<file path="src/hdl/pmp_consts.svh">
// ==================
// PMP build constants. The region count must be a multiple of four
// and the granularity G must stay within 0 to 29
// ==================

`ifndef PMP_CONSTS_SVH
`define PMP_CONSTS_SVH

// Region count and minimum region size of 2^(G+2) bytes
`define PMP_NUM_REGIONS 16
`define PMP_GRANULARITY 2
`define PMP_CFG_REGS (`PMP_NUM_REGIONS / 4)

// CSR numbers as seen on the Wishbone address
`define PMP_CSR_AW 12
`define PMP_CSR_PMPCFG0 12'h3A0
`define PMP_CSR_PMPADDR0 12'h3B0
`define PMP_CSR_MSECCFG 12'h747

// Rule locking bypass inside mseccfg
`define PMP_MSECCFG_RLB_BIT 2

`endif

</file>
<file path="src/hdl/pmp_pkg.sv">
// ==================
// Shared PMP types. Field order of pmp_cfg_t follows the
// pmpcfg byte layout of the privileged spec
// ==================

package pmp_pkg;

  // Address matching mode, the A field of pmpcfg
  typedef enum logic [1:0] {
    PMP_MODE_OFF   = 2'b00,
    PMP_MODE_TOR   = 2'b01,
    PMP_MODE_NA4   = 2'b10,
    PMP_MODE_NAPOT = 2'b11
  } pmp_mode_e;

  // One pmpcfg byte, lock bit on top
  typedef struct packed {
    logic      lock;
    logic [1:0] zero;
    pmp_mode_e mode;
    logic      exec;
    logic      write;
    logic      read;
  } pmp_cfg_t;

  // Only U and M are used by the checker
  typedef enum logic [1:0] {
    PRIV_U = 2'b00,
    PRIV_M = 2'b11
  } pmp_priv_e;

  typedef enum logic [1:0] {
    ACC_READ  = 2'b00,
    ACC_WRITE = 2'b01,
    ACC_EXEC  = 2'b10
  } pmp_acc_e;

endpackage

</file>
<file path="src/hdl/pmp_checker.sv">
// ==================
// Registered access check, result one cycle after the request.
// Lowest matching region wins, no match allows M and denies U
// ==================

`timescale 1ns/1ps

`include "pmp_consts.svh"

module pmp_checker
  import pmp_pkg::*;
(
  input  logic                              clk_i,
  input  logic                              rst_ni,
  input  logic                              chk_valid_i,
  input  logic [31:0]                       chk_addr_i,
  input  pmp_acc_e                          chk_type_i,
  input  pmp_priv_e                         chk_priv_i,
  input  pmp_cfg_t [`PMP_NUM_REGIONS-1:0]   cfg_i,
  input  logic [`PMP_NUM_REGIONS-1:0][31:0] addr_i,
  output logic                              chk_valid_o,
  output logic                              chk_allow_o
);

  logic [`PMP_NUM_REGIONS-1:0]       match;
  logic [`PMP_NUM_REGIONS-1:0][31:0] addr_below;
  logic                              allow_d;

  // Region 0 has zero as its TOR lower bound
  assign addr_below = {addr_i[`PMP_NUM_REGIONS-2:0], 32'h0};

  for (genvar g = 0; g < `PMP_NUM_REGIONS; g++) begin : gen_match
    pmp_region_match i_pmp_region_match (
      .chk_addr_i   (chk_addr_i),
      .mode_i       (cfg_i[g].mode),
      .addr_i       (addr_i[g]),
      .addr_below_i (addr_below[g]),
      .match_o      (match[g])
    );
  end

  always_comb begin
    logic found;
    logic perm;
    found   = 1'b0;
    perm    = 1'b0;
    allow_d = (chk_priv_i == PRIV_M);
    for (int i = 0; i < `PMP_NUM_REGIONS; i++) begin
      if (match[i] && !found) begin
        found = 1'b1;
        case (chk_type_i)
          ACC_READ:  perm = cfg_i[i].read;
          ACC_WRITE: perm = cfg_i[i].write;
          ACC_EXEC:  perm = cfg_i[i].exec;
          default:   perm = 1'b0;
        endcase
        // Lock makes the permissions binding for M-mode too
        if ((chk_priv_i != PRIV_M) || cfg_i[i].lock) begin
          allow_d = perm;
        end else begin
          allow_d = 1'b1;
        end
      end
    end
  end

  always_ff @(posedge clk_i or negedge rst_ni) begin
    if (!rst_ni) begin
      chk_valid_o <= 1'b0;
      chk_allow_o <= 1'b0;
    end else begin
      chk_valid_o <= chk_valid_i;
      chk_allow_o <= chk_valid_i && allow_d;
    end
  end

endmodule

</file>
<file path="src/hdl/pmp_csr_file.sv">
// ==================
// PMP register file on a Wishbone classic slave. Full word accesses
// only, every access is acked after one cycle. No MML support, RLB
// in mseccfg is a plain read/write bit
// ==================

`timescale 1ns/1ps

`include "pmp_consts.svh"

module pmp_csr_file
  import pmp_pkg::*;
(
  input  logic                                 clk_i,
  input  logic                                 rst_ni,
  input  logic                                 wb_cyc_i,
  input  logic                                 wb_stb_i,
  input  logic                                 wb_we_i,
  input  logic [`PMP_CSR_AW-1:0]               wb_adr_i,
  input  logic [31:0]                          wb_dat_i,
  output logic [31:0]                          wb_dat_o,
  output logic                                 wb_ack_o,
  output pmp_cfg_t [`PMP_NUM_REGIONS-1:0]      cfg_o,
  output logic [`PMP_NUM_REGIONS-1:0][31:0]    addr_o,
  output logic                                 rlb_o
);

  pmp_cfg_t [`PMP_NUM_REGIONS-1:0]   cfg_q;
  pmp_cfg_t [`PMP_NUM_REGIONS-1:0]   cfg_wdata;
  logic [`PMP_NUM_REGIONS-1:0][31:0] addr_q;
  logic [`PMP_NUM_REGIONS-1:0][31:0] addr_view;
  logic                              rlb_q;

  logic                              req;
  logic                              wr_en;
  logic [`PMP_CFG_REGS-1:0]          cfg_hit;
  logic [`PMP_NUM_REGIONS-1:0]       addr_hit;
  logic                              msec_hit;
  logic [`PMP_NUM_REGIONS-1:0]       tor_above;
  logic [`PMP_NUM_REGIONS-1:0]       addr_wr_block;
  logic [31:0]                       rdata_d;
  logic [31:0]                       rdata_q;

  // WARL rules for one config byte, applied in this order
  function automatic pmp_cfg_t legalize(pmp_cfg_t old_cfg, logic [7:0] wr, logic rlb);
    pmp_cfg_t res;
    res = pmp_cfg_t'(wr);
    // W without R is reserved
    if (res.write && !res.read) begin
      res.exec  = old_cfg.exec;
      res.write = old_cfg.write;
      res.read  = old_cfg.read;
    end
    if ((`PMP_GRANULARITY >= 1) && (res.mode == PMP_MODE_NA4)) begin
      res.mode = old_cfg.mode;
    end
    if (old_cfg.lock && !rlb) begin
      res = old_cfg;
    end
    res.zero = 2'b00;
    return res;
  endfunction

  // A new request is one that is not yet acked
  assign req   = wb_cyc_i && wb_stb_i && !wb_ack_o;
  assign wr_en = req && wb_we_i;

  for (genvar g = 0; g < `PMP_CFG_REGS; g++) begin : gen_cfg_hit
    assign cfg_hit[g] = (wb_adr_i == (`PMP_CSR_PMPCFG0 + 12'(g)));
  end

  assign msec_hit = (wb_adr_i == `PMP_CSR_MSECCFG);

  for (genvar g = 0; g < `PMP_NUM_REGIONS; g++) begin : gen_region
    assign addr_hit[g] = (wb_adr_i == (`PMP_CSR_PMPADDR0 + 12'(g)));

    // Locked TOR entry above guards this address as its lower bound
    if (g < `PMP_NUM_REGIONS - 1) begin : gen_tor_above
      assign tor_above[g] = cfg_q[g+1].lock && (cfg_q[g+1].mode == PMP_MODE_TOR);
    end else begin : gen_tor_top
      assign tor_above[g] = 1'b0;
    end

    assign addr_wr_block[g] = !rlb_q && (cfg_q[g].lock || tor_above[g]);
    assign cfg_wdata[g] = legalize(cfg_q[g], wb_dat_i[8*(g%4) +: 8], rlb_q);
  end

  // Granularity view, stored bits stay untouched
  always_comb begin
    for (int i = 0; i < `PMP_NUM_REGIONS; i++) begin
      addr_view[i] = addr_q[i];
      for (int b = 0; b < `PMP_GRANULARITY; b++) begin
        if (cfg_q[i].mode inside {PMP_MODE_NA4, PMP_MODE_NAPOT}) begin
          if (b < `PMP_GRANULARITY - 1) begin
            addr_view[i][b] = 1'b1;
          end
        end else begin
          addr_view[i][b] = 1'b0;
        end
      end
    end
  end

  // Read mux, unmapped CSRs return zero
  always_comb begin
    rdata_d = '0;
    for (int r = 0; r < `PMP_CFG_REGS; r++) begin
      if (cfg_hit[r]) begin
        rdata_d = cfg_q[4*r+3 -: 4];
      end
    end
    for (int i = 0; i < `PMP_NUM_REGIONS; i++) begin
      if (addr_hit[i]) begin
        rdata_d = addr_view[i];
      end
    end
    if (msec_hit) begin
      rdata_d[`PMP_MSECCFG_RLB_BIT] = rlb_q;
    end
  end

  always_ff @(posedge clk_i or negedge rst_ni) begin
    if (!rst_ni) begin
      wb_ack_o <= 1'b0;
    end else begin
      wb_ack_o <= req;
    end
  end

  always_ff @(posedge clk_i) begin
    if (req) begin
      rdata_q <= rdata_d;
    end
  end

  always_ff @(posedge clk_i or negedge rst_ni) begin
    if (!rst_ni) begin
      cfg_q  <= '0;
      addr_q <= '0;
      rlb_q  <= 1'b0;
    end else if (wr_en) begin
      for (int i = 0; i < `PMP_NUM_REGIONS; i++) begin
        if (cfg_hit[i/4]) begin
          cfg_q[i] <= cfg_wdata[i];
        end
        if (addr_hit[i] && !addr_wr_block[i]) begin
          addr_q[i] <= wb_dat_i;
        end
      end
      if (msec_hit) begin
        rlb_q <= wb_dat_i[`PMP_MSECCFG_RLB_BIT];
      end
    end
  end

  assign wb_dat_o = rdata_q;
  assign cfg_o    = cfg_q;
  assign addr_o   = addr_view;
  assign rlb_o    = rlb_q;

endmodule

</file>
<file path="src/hdl/pmp_region_match.sv">
// ==================
// Address match of one PMP region, purely combinational.
// Register values are word addresses (byte address >> 2)
// ==================

`timescale 1ns/1ps

module pmp_region_match
  import pmp_pkg::*;
(
  input  logic [31:0] chk_addr_i,
  input  pmp_mode_e   mode_i,
  input  logic [31:0] addr_i,
  input  logic [31:0] addr_below_i,
  output logic        match_o
);

  logic [31:0] word_addr;
  logic [31:0] napot_mask;
  logic        tor_match;
  logic        na4_match;
  logic        napot_match;

  // Compare in word units, the 34-bit byte space fits in 32 bits here
  assign word_addr = {2'b00, chk_addr_i[31:2]};

  // Bottom is inclusive, top is exclusive
  assign tor_match = (word_addr >= addr_below_i) && (word_addr < addr_i);

  assign na4_match = (word_addr == addr_i);

  // Trailing ones plus the first zero above them mark the ignored bits,
  // k trailing ones give a block of 2^(k+3) bytes
  assign napot_mask = addr_i ^ (addr_i + 32'd1);

  assign napot_match = ((word_addr ^ addr_i) & ~napot_mask) == '0;

  always_comb begin
    case (mode_i)
      PMP_MODE_TOR: begin
        match_o = tor_match;
      end
      PMP_MODE_NA4: begin
        match_o = na4_match;
      end
      PMP_MODE_NAPOT: begin
        match_o = napot_match;
      end
      default: begin
        // OFF never matches
        match_o = 1'b0;
      end
    endcase
  end

endmodule

</file>
<file path="src/hdl/pmp_top.sv">
// ==================
// PMP unit top. CSR port is M-mode only, checks are pipelined
// with one cycle latency and never stall
// ==================

`timescale 1ns/1ps

`include "pmp_consts.svh"

module pmp_top
  import pmp_pkg::*;
(
  input  logic                   clk_i,
  input  logic                   rst_ni,
  input  logic                   wb_cyc_i,
  input  logic                   wb_stb_i,
  input  logic                   wb_we_i,
  input  logic [`PMP_CSR_AW-1:0] wb_adr_i,
  input  logic [31:0]            wb_dat_i,
  output logic [31:0]            wb_dat_o,
  output logic                   wb_ack_o,
  input  logic                   chk_valid_i,
  input  logic [31:0]            chk_addr_i,
  input  pmp_acc_e               chk_type_i,
  input  pmp_priv_e              chk_priv_i,
  output logic                   chk_valid_o,
  output logic                   chk_allow_o
);

  pmp_cfg_t [`PMP_NUM_REGIONS-1:0]   cfg;
  logic [`PMP_NUM_REGIONS-1:0][31:0] addr;

  pmp_csr_file i_pmp_csr_file (
    .clk_i    (clk_i),
    .rst_ni   (rst_ni),
    .wb_cyc_i (wb_cyc_i),
    .wb_stb_i (wb_stb_i),
    .wb_we_i  (wb_we_i),
    .wb_adr_i (wb_adr_i),
    .wb_dat_i (wb_dat_i),
    .wb_dat_o (wb_dat_o),
    .wb_ack_o (wb_ack_o),
    .cfg_o    (cfg),
    .addr_o   (addr),
    // Lock bypass only affects register writes, not the check
    .rlb_o    ()
  );

  pmp_checker i_pmp_checker (
    .clk_i       (clk_i),
    .rst_ni      (rst_ni),
    .chk_valid_i (chk_valid_i),
    .chk_addr_i  (chk_addr_i),
    .chk_type_i  (chk_type_i),
    .chk_priv_i  (chk_priv_i),
    .cfg_i       (cfg),
    .addr_i      (addr),
    .chk_valid_o (chk_valid_o),
    .chk_allow_o (chk_allow_o)
  );

endmodule

</file>
<file path="config.mk">
export PLATFORM = sky130hd
export DESIGN_NAME = pmp_top
export DESIGN_NICKNAME = d
export VERILOG_FILES = /design/src/hdl/pmp_pkg.sv /design/src/hdl/pmp_checker.sv /design/src/hdl/pmp_csr_file.sv /design/src/hdl/pmp_region_match.sv /design/src/hdl/pmp_top.sv
export VERILOG_INCLUDE_DIRS = /design/src /design/src/hdl
export SDC_FILE = /design/constraint.sdc
export NUM_CORES = 2
export LEC_CHECK = 0
export ABC_CLOCK_PERIOD_IN_PS = 10790
export BUFFER_PORTS_ARGS = -buffer_cell sky130_fd_sc_hd__buf_2
export CORE_UTILIZATION = 45
export DETAILED_ROUTE_END_ITERATION = 10
export PLACE_DENSITY = 0.64
export SYNTH_ARGS = -nofsm -noshare
export SYNTH_HDL_FRONTEND = slang
export SYNTH_SLANG_ARGS = --single-unit
</file>
<file path="constraint.sdc">
create_clock -name clk_i -period 10.79 [get_ports clk_i]
set_clock_uncertainty 0.1 [all_clocks]
set_input_delay 2.158 -clock clk_i [delete_from_list [all_inputs] [get_ports clk_i]]
set_output_delay 2.158 -clock clk_i [all_outputs]
set_load 0.05 [all_outputs]
</file>
# Yosys cells after proc, flatten, opt, wreduce, memory -nomap -nowiden
# Index checks and enable logic that the tools add are counted.
# Widths: inputs -> output; s select.
# word_totals
ff_bits	644
latchBits	0
ram_bits	0
rom_bits	0
out_inout_bits	35
word_cells	729
mem_count	0
# op_classes
n_addsub	16
n_mul	0
div_mod_pow	0
order_cmp	32
eq_ne	93
n_shift	0
mux	132
bitwise_logic	88
n_reduce_logical	267
# op_table
operator	n
$mux 32	20
$add 32x1->32 const B	16
$and 32x32->32	16
$eq 30x32->1	16
$logic_not 32->1	16
$lt 30x32->1	16
$not 32->32	16
$xor 30x32->32	16
$xor 32x32->32	16
$ge 30x32->1	15
$eq 12x10->1 const B	20
$reduce_and 4->1	32
$logic_and 1x1->1	101
$pmux 1 s3	32
$mux 1	80
$eq 2x2->1 const B	38
$reduce_and 3->1	16
$logic_not 1->1	37
$eq 2x1->1 const B	17
$reduce_and 2->1	17
$reduce_bool 2->1	16
$logic_or 1x1->1	31
$ge 30x1->1 const B	1
$not 1->1	24
other kinds (3)	3

# Logic depth before layout (Yosys ltp)
# logic_depth
word_depth	56
depth_mapped	17
ltp_nobuf	16

# Cells and area by module
# Synthesis repeated with hierarchy kept, for this count alone.
# hier_totals
hier_cells	7662
area_unflattened_um2	67156.9
# by_module_without_submodules
mod	n_inst	cells_per_inst	area_each_um2
pmp_csr_file	1	2895	33309.4
pmp_region_match	16	291	2058.2
pmp_checker	1	111	915.9

# Least setup slack after synthesis
# OpenSTA, ideal clock, no wires.
# synth_path
path_kind	input-to-reg
startpoint	input wb_cyc_i
endpoint	register i_pmp_csr_file.addr_q, in the netlist i_pmp_csr_file.addr_o[354]
setup_time_ns	0.125
t_arrival_ns	5.230
required_time_ns	10.565
setup_slack_ns	5.335
stages	8
cell_sequence	nand2_1 > nor2_1 > and2_1 > clkbuf_1 > clkbuf_1 > o211ai_1 > clkbuf_1 > mux2_2
# synth_between
elab_chain_cells	4
# synth_rtl
item	line	source
start, declared	pmp_top.sv:15	input logic wb_cyc_i,
$logic_and 1x1->1 (2 in series)	pmp_csr_file.sv:65	assign req = wb_cyc_i && wb_stb_i && !wb_ack_o;
net i_pmp_csr_file.req	pmp_csr_file.sv:34	logic req;
$logic_and 1x1->1	pmp_csr_file.sv:66	assign wr_en = req && wb_we_i;
$reduce_and 2->1 (no line)	--	
end signal, assigned by index	pmp_csr_file.sv:147	addr_q[i] <= wb_dat_i;
end, declared	pmp_csr_file.sv:30	logic [`PMP_NUM_REGIONS-1:0][31:0] addr_q;
# The timed path passes the listed nets, and every way through them passes these cells.
# A chain may end at the register's enable or synchronous reset.

# Worst setup path after layout
# layout_path
startpoint	input chk_addr_i[11]
endpoint	register i_pmp_checker.chk_allow_o
# layout_between
elab_chain_cells	51
word_cells_on_any_way	190
# layout_rtl
item	line	source
start, declared	pmp_top.sv:23	input logic [31:0] chk_addr_i,
parallel branches: the longest is 49 deep, another holds $lt 30x32->1	--	
$mux 1 (*)	pmp_checker.sv:49	if (match[i] && !found) begin
$logic_and 1x1->1 (*)	pmp_checker.sv:73	chk_allow_o <= chk_valid_i && allow_d;
end signal, assigned	pmp_checker.sv:73	
end, declared	pmp_checker.sv:22	output logic chk_allow_o
# Mark *: on every way between the ends.

==> results.ini <==
[logic_synthesis]
area_fraction_in_compound_gates_after_synthesis_pct = 18.3
synth_edf_count = 32
synth.area.top_cells = sky130_fd_sc_hd__dfrtp_1 30%, sky130_fd_sc_hd__ha_1 13%, sky130_fd_sc_hd__mux2_2 12%
synthMostInstantiatedCell = sky130_fd_sc_hd__dfrtp_1
ys_top_cells_by_count = 596 x sky130_fd_sc_hd__dfrtp_1, 540 x sky130_fd_sc_hd__inv_1, 508 x sky130_fd_sc_hd__mux2_2, 494 x sky130_fd_sc_hd__ha_1, 403 x sky130_fd_sc_hd__a21oi_1
synth_simple_gate_area_share_pct = 15.1
synth_xor_xnor_area_share_pct = 0.215
synth_top_flop_cell = sky130_fd_sc_hd__dfrtp_1
synth_top_family_by_area = compound AO/OA/AOI/OAI gates
synth.yosys.warnings = 0
avgSynthCellArea_um2 = 9.15
yosysTopAreaCell = sky130_fd_sc_hd__dfrtp_1
multiplexer_share_of_the_synthesized_area_pct = 15.5
synthesis.area_um2 = 48900
synth_seq_cells = 628
post-synth-top-area-fraction_pct = 30.5
yosys.cell_types.count = 99
async_sr_flop_fraction_pct = 94.9
seq_total_area_yosys_pct = 32.5
synth_fp_nets = 5925
synthCells = 5345
synth-adder-area-share_pct = 12.6

[outcome]
outcome = finished, final reports clean

[power_and_ir_drop]
power.share.switching_pct = 28.8
comb_power_share_pct = 12.8
seqPwrFrac_pct = 39.5
p_int_mw = 4.29
power.leakage_nw = 23.3
vdd_ir_drop_max_uv = 109
power_density_nw_per_um2 = 111
p_switching_mw = 1.74
p_clk_share_pct = 47.6

[drt]
num_vias = 47870
drt_pass1_iterations = 6
drt_first_iter_violations = 7339
routed_wirelength_mm = 237
ant_nets = 0
remaining_routing_drc_violations = 0
avgRoutedWirePerCell_um = 34.3
vias_per_cell = 6.92

[sta]
max_clock_freq_mhz = 143
worst_slew_margin_rel_pct = 10.2
report.final.slew_viol_count = 0
finalCritPeriodShare_pct = 64.8
hold-worst-slack_ns = 0.404
setup_tns_ns = 0
report.final.hold_viol_count = 0
layout_min_cycle_time_ns = 6.99
grt_setup_unrepaired = false
worst_pin_slew_ns = 1.33
setup_violations = 0

[worst_setup_path]
timing.rr.start = i_pmp_csr_file.cfg_o[124]
worst-r2r-setup-slack_ns = 5.18
worst_r2r_endpoint = i_pmp_checker.chk_allow_o
worst-path-max-fanout = 9
criticalPathCategory = input pin to register
reg2regPathDepth = 16
cp-end-kind = register
crit_arrival_ns = 7.42
timing.critical_path.from_type = input pin
worst_setup_path_startpoint = chk_addr_i[11]
required_ns = 11.23

[run]
max-cap-violations = 0

[global_route]
antenna_found_initial = 34
grt.overflow.total = 0
grt_first_pass_wirelength_mm = 332
grt_max_degree = 163
via_count_of_the_first_global_routing_pass = 44464
global_router_s_overall_resource_usage_pct = 42.1

[floorplan]
floorplan.die_area_um2 = 110000
num_io_pins = 121
rows = 120
die_width_um = 332
core_um2 = 107000
die_height_um = 332
initial_core_util_pct = 45.6

[clocking]
count_of_instances_resized_after_the_clock_tree_is_built = 0
number_of_buffers_created_by_cts = 80
post_cts_hold_buffer_count = 0
post-cts-setup-buffers = 0
clk-insertion-delay-late_ns = 0.69
max-clock-path-buffers = 3
clock-root-buffer = sky130_fd_sc_hd__clkbuf_16
path_clk_slew_ns = 0.06
clock_sink_count = 628
tritoncts = done
h-tree-depth = 3

[min_path]
timing.hold.worst.start = i_pmp_csr_file.addr_q[481]
worstHoldPathCells = 1
hold_class = register to register
worstHoldEndpoint = i_pmp_csr_file.addr_q[481]

[layout]
finish.utilization_pct = 50.4
area.growth.synth_to_final_pct = 10.6
stdcell_area_um2 = 54100
layout.nets = 6020
final_layout_size_suffix_gt1_share_pct = 17.6
finish.cell_count_without_fillers = 6915

[placed_design]
port_buffers = 118
dp_hpwl_mm = 170
placedCellCount = 6761
placed_area_um2 = 51300
gp_routability_congestion = 1.02

[logic make-up (layout without fill, tap and decap cells)]
| logic type | Yosys count | in the layout |
|---|---|---|
| adders and majority gates | 494 | 494 |
| DFF | 628 | 628 |
| and+or+nand+nor | 1441 | 1441 |
| muxes | 628 | 628 |
| other | 0 | 14 |
| xor gates and xnor gates | 12 | 12 |
| buffers and inverters | 755 | 908 |
| AOI/OAI and AO/OA | 1387 | 1387 |
[layer usage]
metal	vias to the layer above	GRT usage, %	part of all wire [%]
met5	-	0	0.0051
met4	2	29.1	8.4
met3	805	9.88	11
met2	3251	60.8	41
met1	23473	55.5	39
li1	20339	-	-
[stage by stage]
stage | worst slack (ns) | total power [mW]
2_1_floorplan | 5.34 | 2.79
4_1_cts | 4.14 | 6.01
3_5_place_dp | 3.47 | 3.17
5_1_grt | 3.88 | 6.15
6_report | 3.80 | 6.03
3_3_place_gp | 3.64 | 3.17
[power by group through the flow]
stage / Sequential [mW] / Clock [mW] / Combinational (mW)
floorplan: 2.44 / 0 / 0.354
global placement: 2.43 / 0 / 0.739
CTS: 2.38 / 2.88 / 0.747
finish: 2.38 / 2.87 / 0.774
global route: 2.38 / 2.96 / 0.812
detailed placement: 2.43 / 0 / 0.743
[area by class of cell]
class | instances | area (µm²)
antenna | 14 | 35.0
clock buffer | 104 | 2240
clock inverter | 36 | 473
fill | 10236 | 53300
inverter | 541 | 2030
multi-input combinational | 3962 | 30200
sequential | 628 | 15900
tap | 1403 | 1760
timing repair buffer | 227 | 1460
[critical path, stage by stage]
cell,delay (ns)
sky130_fd_sc_hd__buf_2,0.40
sky130_fd_sc_hd__buf_4,0.37
sky130_fd_sc_hd__ha_1,0.26
sky130_fd_sc_hd__a21oi_1,0.08
sky130_fd_sc_hd__a2111oi_0,0.41
sky130_fd_sc_hd__o221ai_1,0.21
sky130_fd_sc_hd__or3_1,0.32
sky130_fd_sc_hd__a2111oi_0,0.59
sky130_fd_sc_hd__nand3_1,0.23
sky130_fd_sc_hd__or4_1,0.44
sky130_fd_sc_hd__nor4_1,0.79
sky130_fd_sc_hd__o22ai_1,0.14
sky130_fd_sc_hd__nor3b_1,0.49
sky130_fd_sc_hd__and4_1,0.29
sky130_fd_sc_hd__nand2b_1,0.13
sky130_fd_sc_hd__o31ai_2,0.06
[cells in the final DEF, fill, tap and decap left out, types with 43 or more instances in the layout]
cell	count
sky130_fd_sc_hd__mux2i_1	57
sky130_fd_sc_hd__nor2_1	337
sky130_fd_sc_hd__a41oi_1	49
sky130_fd_sc_hd__o22ai_1	56
sky130_fd_sc_hd__dfrtp_1	596
sky130_fd_sc_hd__a21oi_1	403
sky130_fd_sc_hd__a22oi_1	47
sky130_fd_sc_hd__o211ai_1	50
sky130_fd_sc_hd__nand3_1	141
sky130_fd_sc_hd__ha_1	494
sky130_fd_sc_hd__a211oi_1	52
sky130_fd_sc_hd__mux2_2	508
sky130_fd_sc_hd__nor4_1	90
sky130_fd_sc_hd__a31oi_1	114
sky130_fd_sc_hd__a21o_1	48
sky130_fd_sc_hd__buf_2	115
sky130_fd_sc_hd__buf_4	107
sky130_fd_sc_hd__nand4_1	142
sky130_fd_sc_hd__mux4_2	51
sky130_fd_sc_hd__and3_1	43
sky130_fd_sc_hd__nand2_1	335
sky130_fd_sc_hd__inv_1	540
sky130_fd_sc_hd__o21ai_0	282
sky130_fd_sc_hd__clkbuf_16	81
sky130_fd_sc_hd__nor3_1	128
[worst max path at each step]
stage                     slack, ns  depth (start not counted)                         end
after floorplan                5.34                          8  i_pmp_csr_file.addr_o[354]
after global placement         3.64                         16   i_pmp_checker.chk_allow_o
after detailed placement       3.47                         16   i_pmp_checker.chk_allow_o
after CTS                      4.14                         16   i_pmp_checker.chk_allow_o
after global routing           3.88                         16   i_pmp_checker.chk_allow_o
final                          3.80                         16   i_pmp_checker.chk_allow_o
[state kept, by name (all words and copies together), names as in the netlist]
signal / cells
i_pmp_checker.chk_allow_o: 1
i_pmp_checker.chk_valid_o: 1
i_pmp_csr_file.addr_o: 480
i_pmp_csr_file.addr_q: 16
i_pmp_csr_file.cfg_o: 96
i_pmp_csr_file.rlb_o: 1
i_pmp_csr_file.wb_ack_o: 1
i_pmp_csr_file.wb_dat_o: 32
Note: power is estimated with default switching activity, not from simulation.
